$ cat config.mk
export PLATFORM = sky130hd
export DESIGN_NAME = axil_wb_rd_top
export DESIGN_NICKNAME = d
export VERILOG_FILES = /design/src/source/axil_wb_pkg.sv /design/src/source/axil_wb_rd_top.sv /design/src/source/wb_rd_rom.sv /design/src/source/axil_rd_bridge.sv
export SDC_FILE = /design/constraint.sdc
export NUM_CORES = 1
export LEC_CHECK = 0
export BUFFER_PORTS_ARGS = -buffer_cell sky130_fd_sc_hd__buf_4
export CAP_MARGIN = 10
export CORE_MARGIN = 4
export CORE_UTILIZATION = 40
export DETAILED_ROUTE_END_ITERATION = 10
export MAX_ROUTING_LAYER = met4
export SETUP_SLACK_MARGIN = 0.2
export SLEW_MARGIN = 20
export SYNTH_ARGS = -nofsm -noshare
export SYNTH_HDL_FRONTEND = slang
export SYNTH_SLANG_ARGS = --single-unit
$ cat constraint.sdc
create_clock -name i_clk -period 3.8 [get_ports i_clk]
set_input_delay 0.38 -clock i_clk [delete_from_list [all_inputs] [get_ports i_clk]]
set_output_delay 0.38 -clock i_clk [all_outputs]
set_load 0.01 [all_outputs]
$ cat src/source/rom_init.hex
// One 32-bit word per line, word address 0 to 63
// Bytes from the top: address, inverted address, 3C, address xor A5
00FF3CA5
01FE3CA4
02FD3CA7
03FC3CA6
04FB3CA1
05FA3CA0
06F93CA3
07F83CA2
08F73CAD
09F63CAC
0AF53CAF
0BF43CAE
0CF33CA9
0DF23CA8
0EF13CAB
0FF03CAA
10EF3CB5
11EE3CB4
12ED3CB7
13EC3CB6
14EB3CB1
15EA3CB0
16E93CB3
17E83CB2
18E73CBD
19E63CBC
1AE53CBF
1BE43CBE
1CE33CB9
1DE23CB8
1EE13CBB
1FE03CBA
20DF3C85
21DE3C84
22DD3C87
23DC3C86
24DB3C81
25DA3C80
26D93C83
27D83C82
28D73C8D
29D63C8C
2AD53C8F
2BD43C8E
2CD33C89
2DD23C88
2ED13C8B
2FD03C8A
30CF3C95
31CE3C94
32CD3C97
33CC3C96
34CB3C91
35CA3C90
36C93C93
37C83C92
38C73C9D
39C63C9C
3AC53C9F
3BC43C9E
3CC33C99
3DC23C98
3EC13C9B
3FC03C9A

$ cat src/source/axil_wb_pkg.sv
/*
 * Shared definitions for the AXI-lite read to Wishbone bridge and its ROM
 * Bus widths, FIFO and ROM sizes, vector types and the bus structs
 */
`default_nettype none

package axil_wb_pkg;

	// Bus widths
	localparam int AXI_ADDR_W = 12;
	localparam int DATA_W = 32;
	localparam int WB_ADDR_W = 10;

	// Reads in flight, as a power of two
	localparam int LGFIFO = 3;
	localparam int FIFO_DEPTH = 1 << LGFIFO;

	// ROM size in words
	localparam int ROM_DEPTH = 64;
	localparam int ROM_AW = $clog2(ROM_DEPTH);

	typedef logic [AXI_ADDR_W-1:0] axi_addr_t;
	typedef logic [WB_ADDR_W-1:0]  wb_addr_t;
	typedef logic [DATA_W-1:0]     data_t;
	// Extra top bit tells a full FIFO from an empty one
	typedef logic [LGFIFO:0]       fifo_ptr_t;

	typedef enum logic [1:0] {
		RESP_OKAY   = 2'b00,
		RESP_SLVERR = 2'b10,
		RESP_DECERR = 2'b11
	} resp_t;

	typedef enum logic {
		MODE_RUN   = 1'b0,
		MODE_FLUSH = 1'b1
	} bridge_mode_t;

	// Wishbone master to slave
	typedef struct packed {
		logic     cyc;
		logic     stb;
		wb_addr_t addr;
	} wb_req_t;

	// Wishbone slave to master
	typedef struct packed {
		logic  stall;
		logic  ack;
		logic  err;
		data_t data;
	} wb_rsp_t;

	// AXI-lite read data payload
	typedef struct packed {
		data_t data;
		resp_t resp;
	} axil_r_t;

endpackage

`default_nettype wire
$ cat src/source/axil_wb_rd_top.sv
/*
 * AXI-lite read bridge joined to its Wishbone ROM
 * Also turns the active-low AXI reset into the internal reset
 */
`timescale 1ns/1ns
`default_nettype none

module axil_wb_rd_top (
	input  wire logic                   i_clk,
	input  wire logic                   i_axi_reset_n,
	// Read address channel
	input  wire logic                   i_ar_valid,
	output logic                        o_ar_ready,
	input  wire axil_wb_pkg::axi_addr_t i_ar_addr,
	// Read data channel
	output logic                        o_r_valid,
	input  wire logic                   i_r_ready,
	output axil_wb_pkg::axil_r_t        o_r
);
	import axil_wb_pkg::*;

	// Active high, sampled on the clock inside both blocks
	logic    w_reset;
	wb_req_t wb_req;
	wb_rsp_t wb_rsp;

	assign w_reset = !i_axi_reset_n;

	axil_rd_bridge u_bridge (
		.i_clk      (i_clk),
		.i_reset    (w_reset),
		.i_ar_valid (i_ar_valid),
		.o_ar_ready (o_ar_ready),
		.i_ar_addr  (i_ar_addr),
		.o_wb       (wb_req),
		.i_wb       (wb_rsp),
		.o_r_valid  (o_r_valid),
		.i_r_ready  (i_r_ready),
		.o_r        (o_r)
	);

	// Read target
	wb_rd_rom u_rom (
		.i_clk   (i_clk),
		.i_reset (w_reset),
		.i_wb    (wb_req),
		.o_wb    (wb_rsp)
	);

endmodule

`default_nettype wire

$ cat src/source/wb_rd_rom.sv
/*
 * Wishbone pipelined read-only memory
 * Stalls in a pseudo-random pattern and answers two cycles after each
 * accepted request, with an error for addresses past its depth
 */
`timescale 1ns/1ns
`default_nettype none

module wb_rd_rom (
	input  wire logic                 i_clk,
	input  wire logic                 i_reset,
	input  wire axil_wb_pkg::wb_req_t i_wb,
	output axil_wb_pkg::wb_rsp_t      o_wb
);
	import axil_wb_pkg::*;

	data_t       rom_mem [0:ROM_DEPTH-1];
	logic [15:0] lfsr;
	logic        lfsr_fb;
	logic        stall;
	logic        req_fire;
	// Two response stages of valid, out of range flag and word
	logic        v1, v2;
	logic        oor1, oor2;
	data_t       word1, word2;

	initial
		$readmemh("/design/src/source/rom_init.hex", rom_mem);

	// Taps 16, 14, 13, 11
	assign lfsr_fb = lfsr[15] ^ lfsr[13] ^ lfsr[12] ^ lfsr[10];

	always_ff @(posedge i_clk)
	begin
		if (i_reset)
			lfsr <= 16'hace1;
		else
			lfsr <= {lfsr[14:0], lfsr_fb};
	end

	// Roughly one cycle in four
	assign stall = lfsr[0] && lfsr[4];
	assign req_fire = i_wb.cyc && i_wb.stb && !stall;

	// Dropping cyc kills whatever is in flight
	always_ff @(posedge i_clk)
	begin
		if (i_reset)
		begin
			v1 <= 1'b0;
			v2 <= 1'b0;
		end
		else
		begin
			v1 <= req_fire;
			v2 <= v1 && i_wb.cyc;
		end
	end

	always_ff @(posedge i_clk)
	begin
		oor1 <= (i_wb.addr >= wb_addr_t'(ROM_DEPTH));
		word1 <= rom_mem[i_wb.addr[ROM_AW-1:0]];
		oor2 <= oor1;
		word2 <= word1;
	end

	assign o_wb = '{
		stall: stall,
		ack: v2 && !oor2 && i_wb.cyc,
		err: v2 && oor2 && i_wb.cyc,
		data: word2
	};

	a_one_answer: assert property (@(posedge i_clk) disable iff (i_reset)
		!(o_wb.ack && o_wb.err));

endmodule

`default_nettype wire

$ cat src/source/axil_rd_bridge.sv
/*
 * AXI-lite read to pipelined Wishbone bridge
 * Issues reads as stall-aware strobes, keeps up to eight in flight and
 * returns them in order, flushing with error responses after a bus error
 */
`timescale 1ns/1ns
`default_nettype none

module axil_rd_bridge (
	input  wire logic                   i_clk,
	input  wire logic                   i_reset,
	// Read address channel
	input  wire logic                   i_ar_valid,
	output logic                        o_ar_ready,
	input  wire axil_wb_pkg::axi_addr_t i_ar_addr,
	// Wishbone master side
	output axil_wb_pkg::wb_req_t        o_wb,
	input  wire axil_wb_pkg::wb_rsp_t   i_wb,
	// Read data channel
	output logic                        o_r_valid,
	input  wire logic                   i_r_ready,
	output axil_wb_pkg::axil_r_t        o_r
);
	import axil_wb_pkg::*;

	// Pointers into the FIFO: accepted, answered, returned
	fifo_ptr_t    r_first, r_mid, r_last;
	fifo_ptr_t    fifo_fill;
	fifo_ptr_t    wb_outstanding;
	// Slot of the read that failed, and how far the output is from it
	fifo_ptr_t    err_loc;
	fifo_ptr_t    err_dist;
	data_t        dfifo [0:FIFO_DEPTH-1];
	bridge_mode_t mode;
	resp_t        rd_resp;

	logic     wb_cyc;
	logic     wb_stb;
	wb_addr_t wb_addr;
	// Shadow request, parked while the live strobe is stalled
	logic     r_stb;
	wb_addr_t r_addr;
	wb_addr_t ar_word;

	logic ar_fire, r_fire, wb_fire, wb_done, wb_fail;

	assign ar_fire = i_ar_valid && o_ar_ready;
	assign r_fire = o_r_valid && i_r_ready;
	assign wb_fire = wb_stb && !i_wb.stall;
	assign wb_done = wb_cyc && (i_wb.ack || i_wb.err);
	assign wb_fail = wb_cyc && i_wb.err;
	// Drop the two byte bits
	assign ar_word = i_ar_addr[AXI_ADDR_W-1:2];
	assign fifo_fill = r_first - r_last;

	////////////////////////////////////////////////////////////////////////////
	// Wishbone request side
	////////////////////////////////////////////////////////////////////////////

	// Strobe dies at once on a bus error and stays down in flush
	always_ff @(posedge i_clk)
	begin
		if (i_reset || wb_fail || mode == MODE_FLUSH)
			wb_stb <= 1'b0;
		else if (r_stb || ar_fire)
			wb_stb <= 1'b1;
		else if (!i_wb.stall)
			wb_stb <= 1'b0;
	end

	// Shadow goes first once the bus takes the live request
	always_ff @(posedge i_clk)
	begin
		if (r_stb && !i_wb.stall)
			wb_addr <= r_addr;
		else if (ar_fire && (!wb_stb || !i_wb.stall))
			wb_addr <= ar_word;
	end

	always_ff @(posedge i_clk)
	begin
		if (i_reset || wb_fail || mode == MODE_FLUSH)
			r_stb <= 1'b0;
		else if (ar_fire && wb_stb && i_wb.stall)
			r_stb <= 1'b1;
		else if (!i_wb.stall)
			r_stb <= 1'b0;
	end

	always_ff @(posedge i_clk)
	begin
		if (ar_fire && wb_stb && i_wb.stall)
			r_addr <= ar_word;
	end

	// Requests on the bus still waiting for ack
	always_ff @(posedge i_clk)
	begin
		if (i_reset || !wb_cyc || i_wb.err || mode == MODE_FLUSH)
			wb_outstanding <= '0;
		else
			case ({wb_fire, i_wb.ack})
			2'b01: wb_outstanding <= wb_outstanding - fifo_ptr_t'(1);
			2'b10: wb_outstanding <= wb_outstanding + fifo_ptr_t'(1);
			default: wb_outstanding <= wb_outstanding;
			endcase
	end

	assign wb_cyc = wb_stb || (wb_outstanding != '0);
	assign o_wb = '{cyc: wb_cyc, stb: wb_stb, addr: wb_addr};

	////////////////////////////////////////////////////////////////////////////
	// Address channel ready
	////////////////////////////////////////////////////////////////////////////

	always_ff @(posedge i_clk)
	begin
		if (i_reset)
			o_ar_ready <= 1'b1;
		else if (wb_fail || mode == MODE_FLUSH)
			o_ar_ready <= 1'b0;
		// Second request lands in the shadow
		else if (ar_fire && wb_stb && i_wb.stall)
			o_ar_ready <= 1'b0;
		// Shadow still waiting on the bus
		else if (!o_ar_ready && wb_stb && i_wb.stall)
			o_ar_ready <= 1'b0;
		else if (fifo_fill == fifo_ptr_t'(FIFO_DEPTH) && !r_fire)
			o_ar_ready <= 1'b0;
		// Last free slot just taken
		else if (ar_fire && !r_fire)
			o_ar_ready <= (fifo_fill != fifo_ptr_t'(FIFO_DEPTH - 1));
		else
			o_ar_ready <= 1'b1;
	end

	////////////////////////////////////////////////////////////////////////////
	// FIFO pointers, storage and mode
	////////////////////////////////////////////////////////////////////////////

	always_ff @(posedge i_clk)
	begin
		if (i_reset)
		begin
			r_first <= '0;
			r_last <= '0;
		end
		else
		begin
			if (ar_fire)
				r_first <= r_first + fifo_ptr_t'(1);
			if (r_fire)
				r_last <= r_last + fifo_ptr_t'(1);
		end
	end

	// In flush the unanswered slots count as answered
	always_ff @(posedge i_clk)
	begin
		if (i_reset)
			r_mid <= '0;
		else if (wb_done)
			r_mid <= r_mid + fifo_ptr_t'(1);
		else if (mode == MODE_FLUSH)
			r_mid <= r_first;
	end

	always_ff @(posedge i_clk)
	begin
		if (wb_done)
			dfifo[r_mid[LGFIFO-1:0]] <= i_wb.data;
	end

	always_ff @(posedge i_clk)
	begin
		if (i_reset)
		begin
			mode <= MODE_RUN;
			err_loc <= '0;
		end
		else
		begin
			// Back to run once every accepted read is returned
			if (r_first == r_last)
				mode <= MODE_RUN;
			else if (wb_fail)
				mode <= MODE_FLUSH;
			if (wb_fail)
				err_loc <= r_mid;
		end
	end

	////////////////////////////////////////////////////////////////////////////
	// Read data channel
	////////////////////////////////////////////////////////////////////////////

	// Zero means the failing slot, top bit set means behind it
	assign err_dist = err_loc - r_last;

	always_comb
	begin
		if (mode != MODE_FLUSH || (err_dist != '0 && !err_dist[LGFIFO]))
			rd_resp = RESP_OKAY;
		else if (err_dist == '0)
			rd_resp = RESP_SLVERR;
		else
			rd_resp = RESP_DECERR;
	end

	assign o_r_valid = (mode == MODE_FLUSH) ? (r_first != r_last) : (r_mid != r_last);
	assign o_r = '{
		data: (rd_resp == RESP_OKAY) ? dfifo[r_last[LGFIFO-1:0]] : '0,
		resp: rd_resp
	};

	// Flush keeps both the bus and the address channel quiet
	a_flush_quiet: assert property (@(posedge i_clk) disable iff (i_reset)
		(mode == MODE_FLUSH) |-> (!o_ar_ready && !wb_cyc));

	a_fill_max: assert property (@(posedge i_clk) disable iff (i_reset)
		fifo_fill <= fifo_ptr_t'(FIFO_DEPTH));

	a_full_blocks: assert property (@(posedge i_clk) disable iff (i_reset)
		(fifo_fill == fifo_ptr_t'(FIFO_DEPTH)) |-> !o_ar_ready);

endmodule

`default_nettype wire

* After elaboration in Yosys (flattened, before gate mapping)
Memory sizes are Yosys's and may differ from the RTL's. A register that Yosys moved wholly into a read port is not among the register bits.
Index checks and enable logic that the tools add are counted.
** Word-level totals
- Register bits :: 128
- Memory bits (writable) :: 256
- Input port bits :: 16
- Output and inout bits :: 36
- Memories :: 1
** Memory list
- u_bridge.dfifo :: words 8, bits a word 32, read ports 1, clocked after Yosys merged registers in 1, write ports 1, line axil_rd_bridge.sv:33 : data_t dfifo [0:FIFO_DEPTH-1];
** Cells by class
- Add/sub/neg operators :: 7
- $lt $le $gt $ge :: 1
- Equal/unequal tests :: 9
- Mux-type cells :: 21
- Bitwise logic cells :: 5
- Reductions and logical operators :: 49
** Operators with widths (number)
- $mux W32 :: 1
- $logic_and A1 B1 Y1 :: 22
- $mux W10 :: 2
- $add A4 B1 Y4 const B :: 4
- $mux W1 :: 12
- $logic_or A1 B1 Y1 :: 11
- $ge A10 B7 Y1 const B :: 1
- $logic_not A1 Y1 :: 8
- $mux W4 :: 2
- $ne A4 B4 Y1 :: 2
- $pmux W4 S2 :: 1
- $reduce_bool A4 Y1 :: 2
- $sub A4 B4 Y4 :: 2
- $mux W3 :: 2
- $reduce_bool A2 Y1 :: 3
- $eq A4 B4 Y1 :: 1
- $eq A4 B4 Y1 const B :: 1
- $logic_not A4 Y1 :: 1
- $ne A2 B2 Y1 const B :: 2
- $ne A4 B3 Y1 const B :: 1
- $sub A4 B1 Y4 const B :: 1
- $xor A1 B1 Y1 :: 3
- $eq A2 B1 Y1 const B :: 1
- $eq A2 B2 Y1 const B :: 1
- other kinds (4) :: 5

* Depth between registers and ports, before layout
Gate-level depths: netlist (run 1).
- Depth in word-level cells :: 10
- Gate-level depth with buffers :: 11
- Depth with buffers taken out :: 11

* By module
Synthesis (run 1) repeated with hierarchy kept, for this count alone.
** Unflattened totals
- Cells, all modules :: 700
- Area total of the unflattened synthesis :: 12837.3 um^2
** By module, submodules not included
- axil_rd_bridge :: instances 1, cells an instance 618, area an instance 11999.0 um^2, seq. area each 8828.5 um^2
- wb_rd_rom :: instances 1, cells an instance 81, area an instance 834.6 um^2, seq. area each 400.4 um^2
- axil_wb_rd_top :: instances 1, cells an instance 1, area an instance 3.8 um^2, seq. area each 0.0 um^2

* Worst setup path before layout (run 1)
OpenSTA, ideal clock, no wires.
- Kind :: flip-flop to flip-flop
- Start :: register u_bridge.wb_outstanding[1]
- End :: register u_bridge.wb_outstanding[3]
- Library setup time :: 0.071 ns
- Arrival time :: 2.588 ns
- Required time :: 3.729 ns
- Setup slack :: 1.141 ns
- Cell stages (with the launch flop) :: 12
- Buffers on the path :: 0
- Clock period less this slack :: 2.659 ns
- Path through :: dfxtp_1 -> or4_4 -> o21a_4 -> or2b_1 -> ha_1 -> inv_1 -> ha_1 -> a21o_1 -> a21oi_1 -> xnor2_1 -> or3_1 -> a21oi_1
** On the way
- Cells in the longest elaborated chain, start to end :: 6
- Elaborated cells on any way between the ends :: 14
- Those cells by class :: add/sub (2); eq/ne (2); mux (1); reduce/logical (9)
** Ends and longest elaborated chain
- from (decl) :: line axil_rd_bridge.sv:29 : fifo_ptr_t wb_outstanding;
- from (signal assigned) :: line axil_rd_bridge.sv:103 : 2'b01: wb_outstanding <= wb_outstanding - fifo_ptr_t'(1);
- from (signal assigned) :: line axil_rd_bridge.sv:104 : 2'b10: wb_outstanding <= wb_outstanding + fifo_ptr_t'(1);
- from (signal assigned) :: line axil_rd_bridge.sv:105 : default: wb_outstanding <= wb_outstanding;
- parallel branches: the longest is 6 deep, another holds $add A4 B1 Y4
Parallel ways; which one is timed is not known.
A chain may end at the register's enable or synchronous reset.

* Worst setup path in the final report (run 1)
Same ends and word-level chain as after synthesis.

==> impl_metrics.csv, run 1 <==
group,metric,value,unit
layout,num_antenna_cells,0,
setup_path,critPathLaunchType,"flop",
sta,report.final.slew_viol_count,0,
global_routing,grt_first_pass_wirelength,6.55,mm
layout,stdcell_count,345,
layout,final_cell_mix,"dfxtp_1, conb_1, and2_1",
power_and_ir_drop,p_seq_share,51.6,%
setup_path,rr_endpoint,"u_bridge.wb_outstanding[3]$_SDFFE_PP0P_",
floorplanning,rows,29,
synth,synth-edff-count,8,
power_and_ir_drop,vdd_drop_max,298,uV
clock_tree,cts.path.max_buffers,2,
sta,clock.fmax,356,MHz
detailed_routing,wl_per_cell,11.4,um
sta,min_period,2.81,ns
floorplanning,die_x,88.5,um
power_and_ir_drop,combPwrFrac,10.5,%
synth,synth.area.top_cells,"dfxtp_1, buf_4, edfxtp_1, ha_1, xnor2_1",
setup_path,required,4.04,ns
setup_path,r2r_start,"u_bridge.wb_outstanding[1]$_SDFFE_PP0P_",
status,outcome,"finished clean",
power_and_ir_drop,p_sw_share,22.4,%
sta,fin_crit_sh,74.0,%
sta,fin_ws,0.988,ns
synth,syn_area,2590,um^2
flow_run,cap_violations,0,
synth,avgSynthCellArea,10.1,um^2
global_routing,antenna_found_initial,0,
setup_path,crit_fanout,8,
sta,tns,0,ns
setup_path,crit_path_end_kind,"flop",
detailed_routing,avgViaCountPerCell,4.55,
power_and_ir_drop,p_leak,0.00118,uW
detailed_routing,route.detailed.drc,0,
worst_hold_path,worstHoldStart,"i_ar_addr[11]",
global_routing,grt.overflow.total,0,
synth,yosysUniqueCellTypes,44,
layout,layout.nets,297,
setup_path,rr_worst_depth,11,
synth,synth_ff_type,"dfxtp_1",
clock_tree,cts.sink_count,52,
setup_path,crit_type,"flop to flop",
synth,synth_warnings,0,
setup_path,rrSetupSlack,0.99,ns
power_and_ir_drop,power.switching,260,uW
synth,synthesis.instances,257,
floorplanning,die_area,7830,um^2
clock_tree,cts_tree,"built",
placement,hpwl,2.81,mm
layout,layout_commonest_cell,"dfxtp_1",
worst_hold_path,whs_path_depth,1,
setup_path,critPathMaxStageDelay,0.57,ns
setup_path,cp_cell_sequence,"or4_4 > o21a_4 > or2b_1 > ha_1 > inv_1 > ha_1 > a21o_1 > a21oi_1 > xnor2_1 > or3_1 > a21oi_1",
clock_tree,postCtsHoldBufs,0,
power_and_ir_drop,p_total,1160,uW
global_routing,grt_max_degree,41,
setup_path,arrival,3.05,ns
synth,yosys.area.top_type,"dfxtp_1",
setup_path,crit_slowest_cell,"or4_4",
placement,gp_congestion,0.714,
detailed_routing,drt_iter0_markers,61,
synth,yosysTopAreaCellShare,34.0,%
sta,hold_viol,0,
synth,ys_ff_latch,52,
synth,yosysSeqAreaShare,43.3,%
clock_tree,cts_resized,0,
detailed_routing,firstDrtPassIters,4,
sta,setup_viol,0,
synth,async_flop_share,0,%
global_routing,track_usage,11.0,%
worst_hold_path,min_to,"u_bridge.r_addr[9]$_DFFE_PP_",
clock_tree,clkSlewWorstSetupHoldPaths,0.09,ns
detailed_routing,num_vias,1570,
clock_tree,cts-root-buf,"clkbuf_8",
layout,drive_above_1_share,10.4,%
clock_tree,cts_made_buffers,5,
detailed_routing,routed_wl,3.93,mm
global_routing,first_global_vias,1453,
sta,grt_setup_unrepaired,"no",
power_and_ir_drop,intPower,904,uW
detailed_routing,ant_nets,0,
power_and_ir_drop,power_density,423,nW/um^2
layout,area_delta_synth_final,6.23,%
placement,io_buffers,11,
clock_tree,cts_setup_buffers,0,
floorplanning,coreArea,6310,um^2
placement,pre_cts_ws,1.00,ns
floorplanning,io_pins,52,
placement,placedCellCount,337,
floorplanning,start_util,41.0,%
power_and_ir_drop,clock_power_share,37.9,%
clock_tree,worstSkewPairLatency,0.30,ns
clock_tree,htreeDepth,2,
setup_path,crit_buf_inv,1,
floorplanning,die_h,88.5,um
sta,skew,0.00538,ns
setup_path,critPathTopFamily,"simple AND/OR/NAND/NOR gates",
worst_hold_path,holdCritPathClass,"input port to flop",
==> sequential cells by signal (all words and copies together), names as in the netlist <==
signal                   cells
u_bridge.wb_stb              1
u_bridge.o_ar_ready          1
u_rom.oor2                   1
u_bridge.err_loc             4
u_rom.v2                     1
u_bridge.r_first             4
u_bridge.r_addr              4
u_bridge.r_stb               1
u_bridge.wb_addr             4
u_rom.oor1                   1
u_rom.lfsr                  16
u_bridge.mode                1
u_rom.v1                     1
u_bridge.r_last              4
u_bridge.wb_outstanding      4
u_bridge.r_mid               4
==> power by group through the flow <==
stage | Sequential (uW) | Clock [uW] | Combinational, uW
after CTS | 601 | 454 | 124
final | 600 | 441 | 123
after global placement | 613 | 0 | 121
after floorplan | 608 | 0 | 124
after global routing | 604 | 469 | 141
after detailed placement | 613 | 0 | 123
==> through the flow <==
stage / area [um^2] / util (%) / hold WS [ns]
2_1_floorplan: 2710 / - / 0.310
3_3_place_gp: 2620 / 41.5 / 0.313
3_5_place_dp: 2620 / 41.5 / 0.316
4_1_cts: 2750 / 43.6 / 0.246
5_1_grt: 2750 / 43.6 / 0.244
6_report: 2750 / 43.6 / 0.256
==> kinds of logic after synthesis <==
group,share of synthesized area [%]
and+or+nand+nor,15.8
DFF,43.3
buffers and inverters,11.7
AOI/OAI and AO/OA,8.74
xor gates and xnor gates,6.76
muxes,6.18
adders and majority gates,7.34
other,0.145
==> worst max-delay path by stage <==
| stage | to | cells past startpoint | from | slack [ns] |
|---|---|---|---|---|
| after CTS | u_bridge.wb_outstanding[3]$_SDFFE_PP0P_ | 11 | u_bridge.wb_outstanding[1]$_SDFFE_PP0P_ | 0.99 |
| final | u_bridge.wb_outstanding[3]$_SDFFE_PP0P_ | 11 | u_bridge.wb_outstanding[1]$_SDFFE_PP0P_ | 0.99 |
| after detailed placement | u_bridge.wb_outstanding[3]$_SDFFE_PP0P_ | 11 | u_bridge.wb_outstanding[1]$_SDFFE_PP0P_ | 1.00 |
| after global routing | u_bridge.wb_outstanding[3]$_SDFFE_PP0P_ | 11 | u_bridge.wb_outstanding[1]$_SDFFE_PP0P_ | 0.78 |
| after global placement | u_bridge.wb_outstanding[3]$_SDFFE_PP0P_ | 11 | u_bridge.wb_outstanding[1]$_SDFFE_PP0P_ | 1.04 |
| after floorplan | u_bridge.wb_outstanding[3]$_SDFFE_PP0P_ | 11 | u_bridge.wb_outstanding[1]$_SDFFE_PP0P_ | 1.14 |
==> cells in the mapped netlist (all sizes together), types with 2 or more instances <==
| cell | number |
|---|---|
| a21boi | 3 |
| o211a | 2 |
| nand2b | 8 |
| buf | 33 |
| and3 | 5 |
| ha | 12 |
| nand4 | 3 |
| inv | 10 |
| o21a | 3 |
| mux2 | 5 |
| nor2 | 10 |
| fa | 2 |
| a21oi | 9 |
| clkbuf | 6 |
| o21ai | 6 |
| nor2b | 6 |
| or3 | 2 |
| nand3 | 4 |
| or4 | 2 |
| edfxtp | 8 |
| o211ai | 3 |
| and2 | 17 |
| a21o | 3 |
| mux2i | 10 |
| nor3 | 2 |
| a31oi | 2 |
| nand2 | 11 |
| xnor2 | 15 |
| xor2 | 5 |
| dfxtp | 44 |
==> area by class of cell <==
class / count / area [um^2]
fillers: 629 / 3560
multi-input cells: 187 / 1280
flip-flops and latches: 52 / 1120
well taps: 77 / 96.3
repair buffers: 11 / 82.6
clock buffers: 6 / 72.6
clock inverters: 2 / 60.1
inverters: 10 / 37.5
==> metal layers <==
layer	up-vias	routed length (um)	track usage [%]
li1	816	-	-
met1	713	1970	14.1
met2	35	1690	17.1
met3	6	210	3.07
met4	0	47	3.16
met5	-	0	-
Note: power is estimated with default switching activity, not from simulation.
==> run 2: changes to the inputs <==
==> constraint.sdc (replaced) <==
create_clock -name i_clk -period 2.4 [get_ports i_clk]
set_input_delay 0.24 -clock i_clk [delete_from_list [all_inputs] [get_ports i_clk]]
set_output_delay 0.24 -clock i_clk [all_outputs]
set_load 0.01 [all_outputs]
==> impl_metrics.csv, run 2 (same netlist as run 1, synthesis figures left out) <==
group,metric,value,unit
setup_path,critPathTopFamily,"simple AND/OR/NAND/NOR gates",
setup_path,crit_fanout,3,
floorplanning,die_area,7830,um^2
layout,n_fill_cell,626,
clock_tree,cts.path.max_buffers,2,
floorplanning,die_x,88.5,um
global_routing,grt_first_pass_wirelength,6.73,mm
setup_path,required,2.63,ns
sta,worstMarginPinSlew,0.506,ns
detailed_routing,ant_nets,0,
sta,min_period,2.52,ns
layout,area_delta_synth_final,10.0,%
sta,skew,0.00564,ns
layout,num_antenna_cells,0,
detailed_routing,firstDrtPassIters,4,
status,outcome,"complete, but fails checks",
global_routing,first_global_vias,1514,
setup_path,crit_path_end_kind,"flop",
power_and_ir_drop,p_leak,0.00123,uW
clock_tree,cts-root-buf,"clkbuf_8",
clock_tree,cts_made_buffers,5,
sta,setup_viol,1,
placement,hpwl,2.94,mm
layout,regMostFlops,"u_rom.lfsr",
layout,drive_above_1_share,17.9,%
setup_path,critPathLaunchType,"flop",
global_routing,grt.overflow.total,0,
setup_path,crit_slowest_cell,"or4_4",
placement,io_buffers,11,
clock_tree,cts_tree,"built",
floorplanning,io_pins,52,
worst_hold_path,holdCritPathClass,"input port to flop",
floorplanning,rows,29,
detailed_routing,wl_per_cell,11.3,um
setup_path,crit_type,"flop to flop",
setup_path,startpoint,"u_bridge.wb_outstanding[2]$_SDFFE_PP0P_",
clock_tree,worstSkewPairLatency,0.30,ns
placement,gp_congestion,0.740,
placement,placed_area,2700,um^2
global_routing,antenna_found_initial,0,
setup_path,crit_buf_inv,1,
clock_tree,htreeDepth,2,
sta,report.final.slew_viol_count,0,
layout,largest_reg_flops,16,
layout,postLayoutCoreUtil,45.2,%
sta,slew_headroom,66.2,%
setup_path,critPathMaxStageDelay,0.53,ns
sta,fin_crit_sh,105,%
sta,clock.fmax,397,MHz
floorplanning,coreArea,6310,um^2
layout,layout_commonest_cell,"dfxtp_1",
floorplanning,die_h,88.5,um
detailed_routing,num_vias,1625,
clock_tree,cts.sink_count,52,
setup_path,r2r_start,"u_bridge.wb_outstanding[2]$_SDFFE_PP0P_",
setup_path,arrival,2.75,ns
flow_run,cap_violations,0,
floorplanning,start_util,41.0,%
power_and_ir_drop,power_density,618,nW/um^2
global_routing,grt_max_degree,41,
detailed_routing,route.detailed.drc,0,
sta,hold_viol,0,
sta,fin_ws,-0.119,ns
clock_tree,clkSlewWorstSetupHoldPaths,0.09,ns
placement,pre_cts_ws,-0.186,ns
status,violations,"setup timing",
detailed_routing,avgViaCountPerCell,4.55,
power_and_ir_drop,vdd_drop_max,517,uV
worst_hold_path,worstHoldStart,"i_ar_addr[9]",
detailed_routing,drt_iter0_markers,42,
global_routing,track_usage,11.2,%
sta,grt_setup_unrepaired,"yes",
setup_path,cp_cell_sequence,"or4_4 > o21a_4 > or2b_1 > ha_2 > inv_2 > ha_4 > a21o_1 > a21oi_2 > xnor2_1 > or3_1 > a21oi_1",
layout,layout.nets,309,
layout,final_cell_area,2850,um^2
layout,final_cell_mix,"dfxtp_1, conb_1, buf_4",
detailed_routing,routed_wl,4.03,mm
[run 2: cell types whose count changed in the layout (fill, tap and decap cells not counted), moves of 2 or more]
cell | previous run | this run
a21oi_2 | 0 | 2
a21oi_1 | 9 | 7
dfxtp_1 | 44 | 40
buf_4 | 11 | 23
dfxtp_2 | 0 | 4
ha_1 | 12 | 10
[run 2: path summary, 6_finish.rpt]
check	to	slack [ns]	depth (start not counted)
setup / recovery	u_bridge.wb_outstanding[3]$_SDFFE_PP0P_	-0.12	11
hold / removal	u_bridge.r_addr[7]$_DFFE_PP_	0.12	1
setup reg to reg	u_bridge.wb_outstanding[3]$_SDFFE_PP0P_	-0.12	11
hold reg to reg	u_rom.oor2$_DFF_P_	0.34	0
[run 2: routing by layer]
layer,global-route usage [%],vias up,part of all wire [%]
li1,-,846,-
met1,14.4,743,50
met2,17.5,31,44
met3,2.79,5,4.8
met4,3.71,0,0.92
met5,-,-,0
[run 2: per-stage QoR]
step           total power [uW]  cells  hold WS, ns  TNS (ns)
2_1_floorplan              1160    288        0.310    -0.156
3_3_place_gp               1180    347        0.312    -0.161
3_5_place_dp               1190    347        0.325    -0.220
4_1_cts                    1780    356        0.105    -0.172
5_1_grt                    1850    357        0.107    -0.339
6_report                   1760    357        0.120    -0.119
[run 2: area by class of cell]
class / count / area, um^2 / area share, %
Multi-Input combinational cell: 187 / 1310 / 45.9
Sequential cell: 52 / 1130 / 39.5
Clock inverter: 3 / 42.5 / 1.49
Clock buffer: 5 / 68.8 / 2.41
Timing Repair Buffer: 23 / 173 / 6.06
Inverter: 10 / 37.5 / 1.32
Tap cell: 77 / 96.3 / 3.38
[run 2: power breakdown]
group	leakage [uW]	internal (uW)	switching (uW)
clock	0.0000558	309	280
combinational	0.000740	111	116
sequential	0.000437	925	22.4
total	0.00123	1340	418
[run 2: timing repair]
| action | CTS | global route |
|---|---|---|
| hold endpoints to repair | 0 | 0 |
| setup buffers | 1 | 1 |
| pin swaps | 7 | 6 |
| hold buffers | 0 | 0 |
| endpoints found under the setup margin | 3 | 5 |
| resized for setup | 3 | 3 |
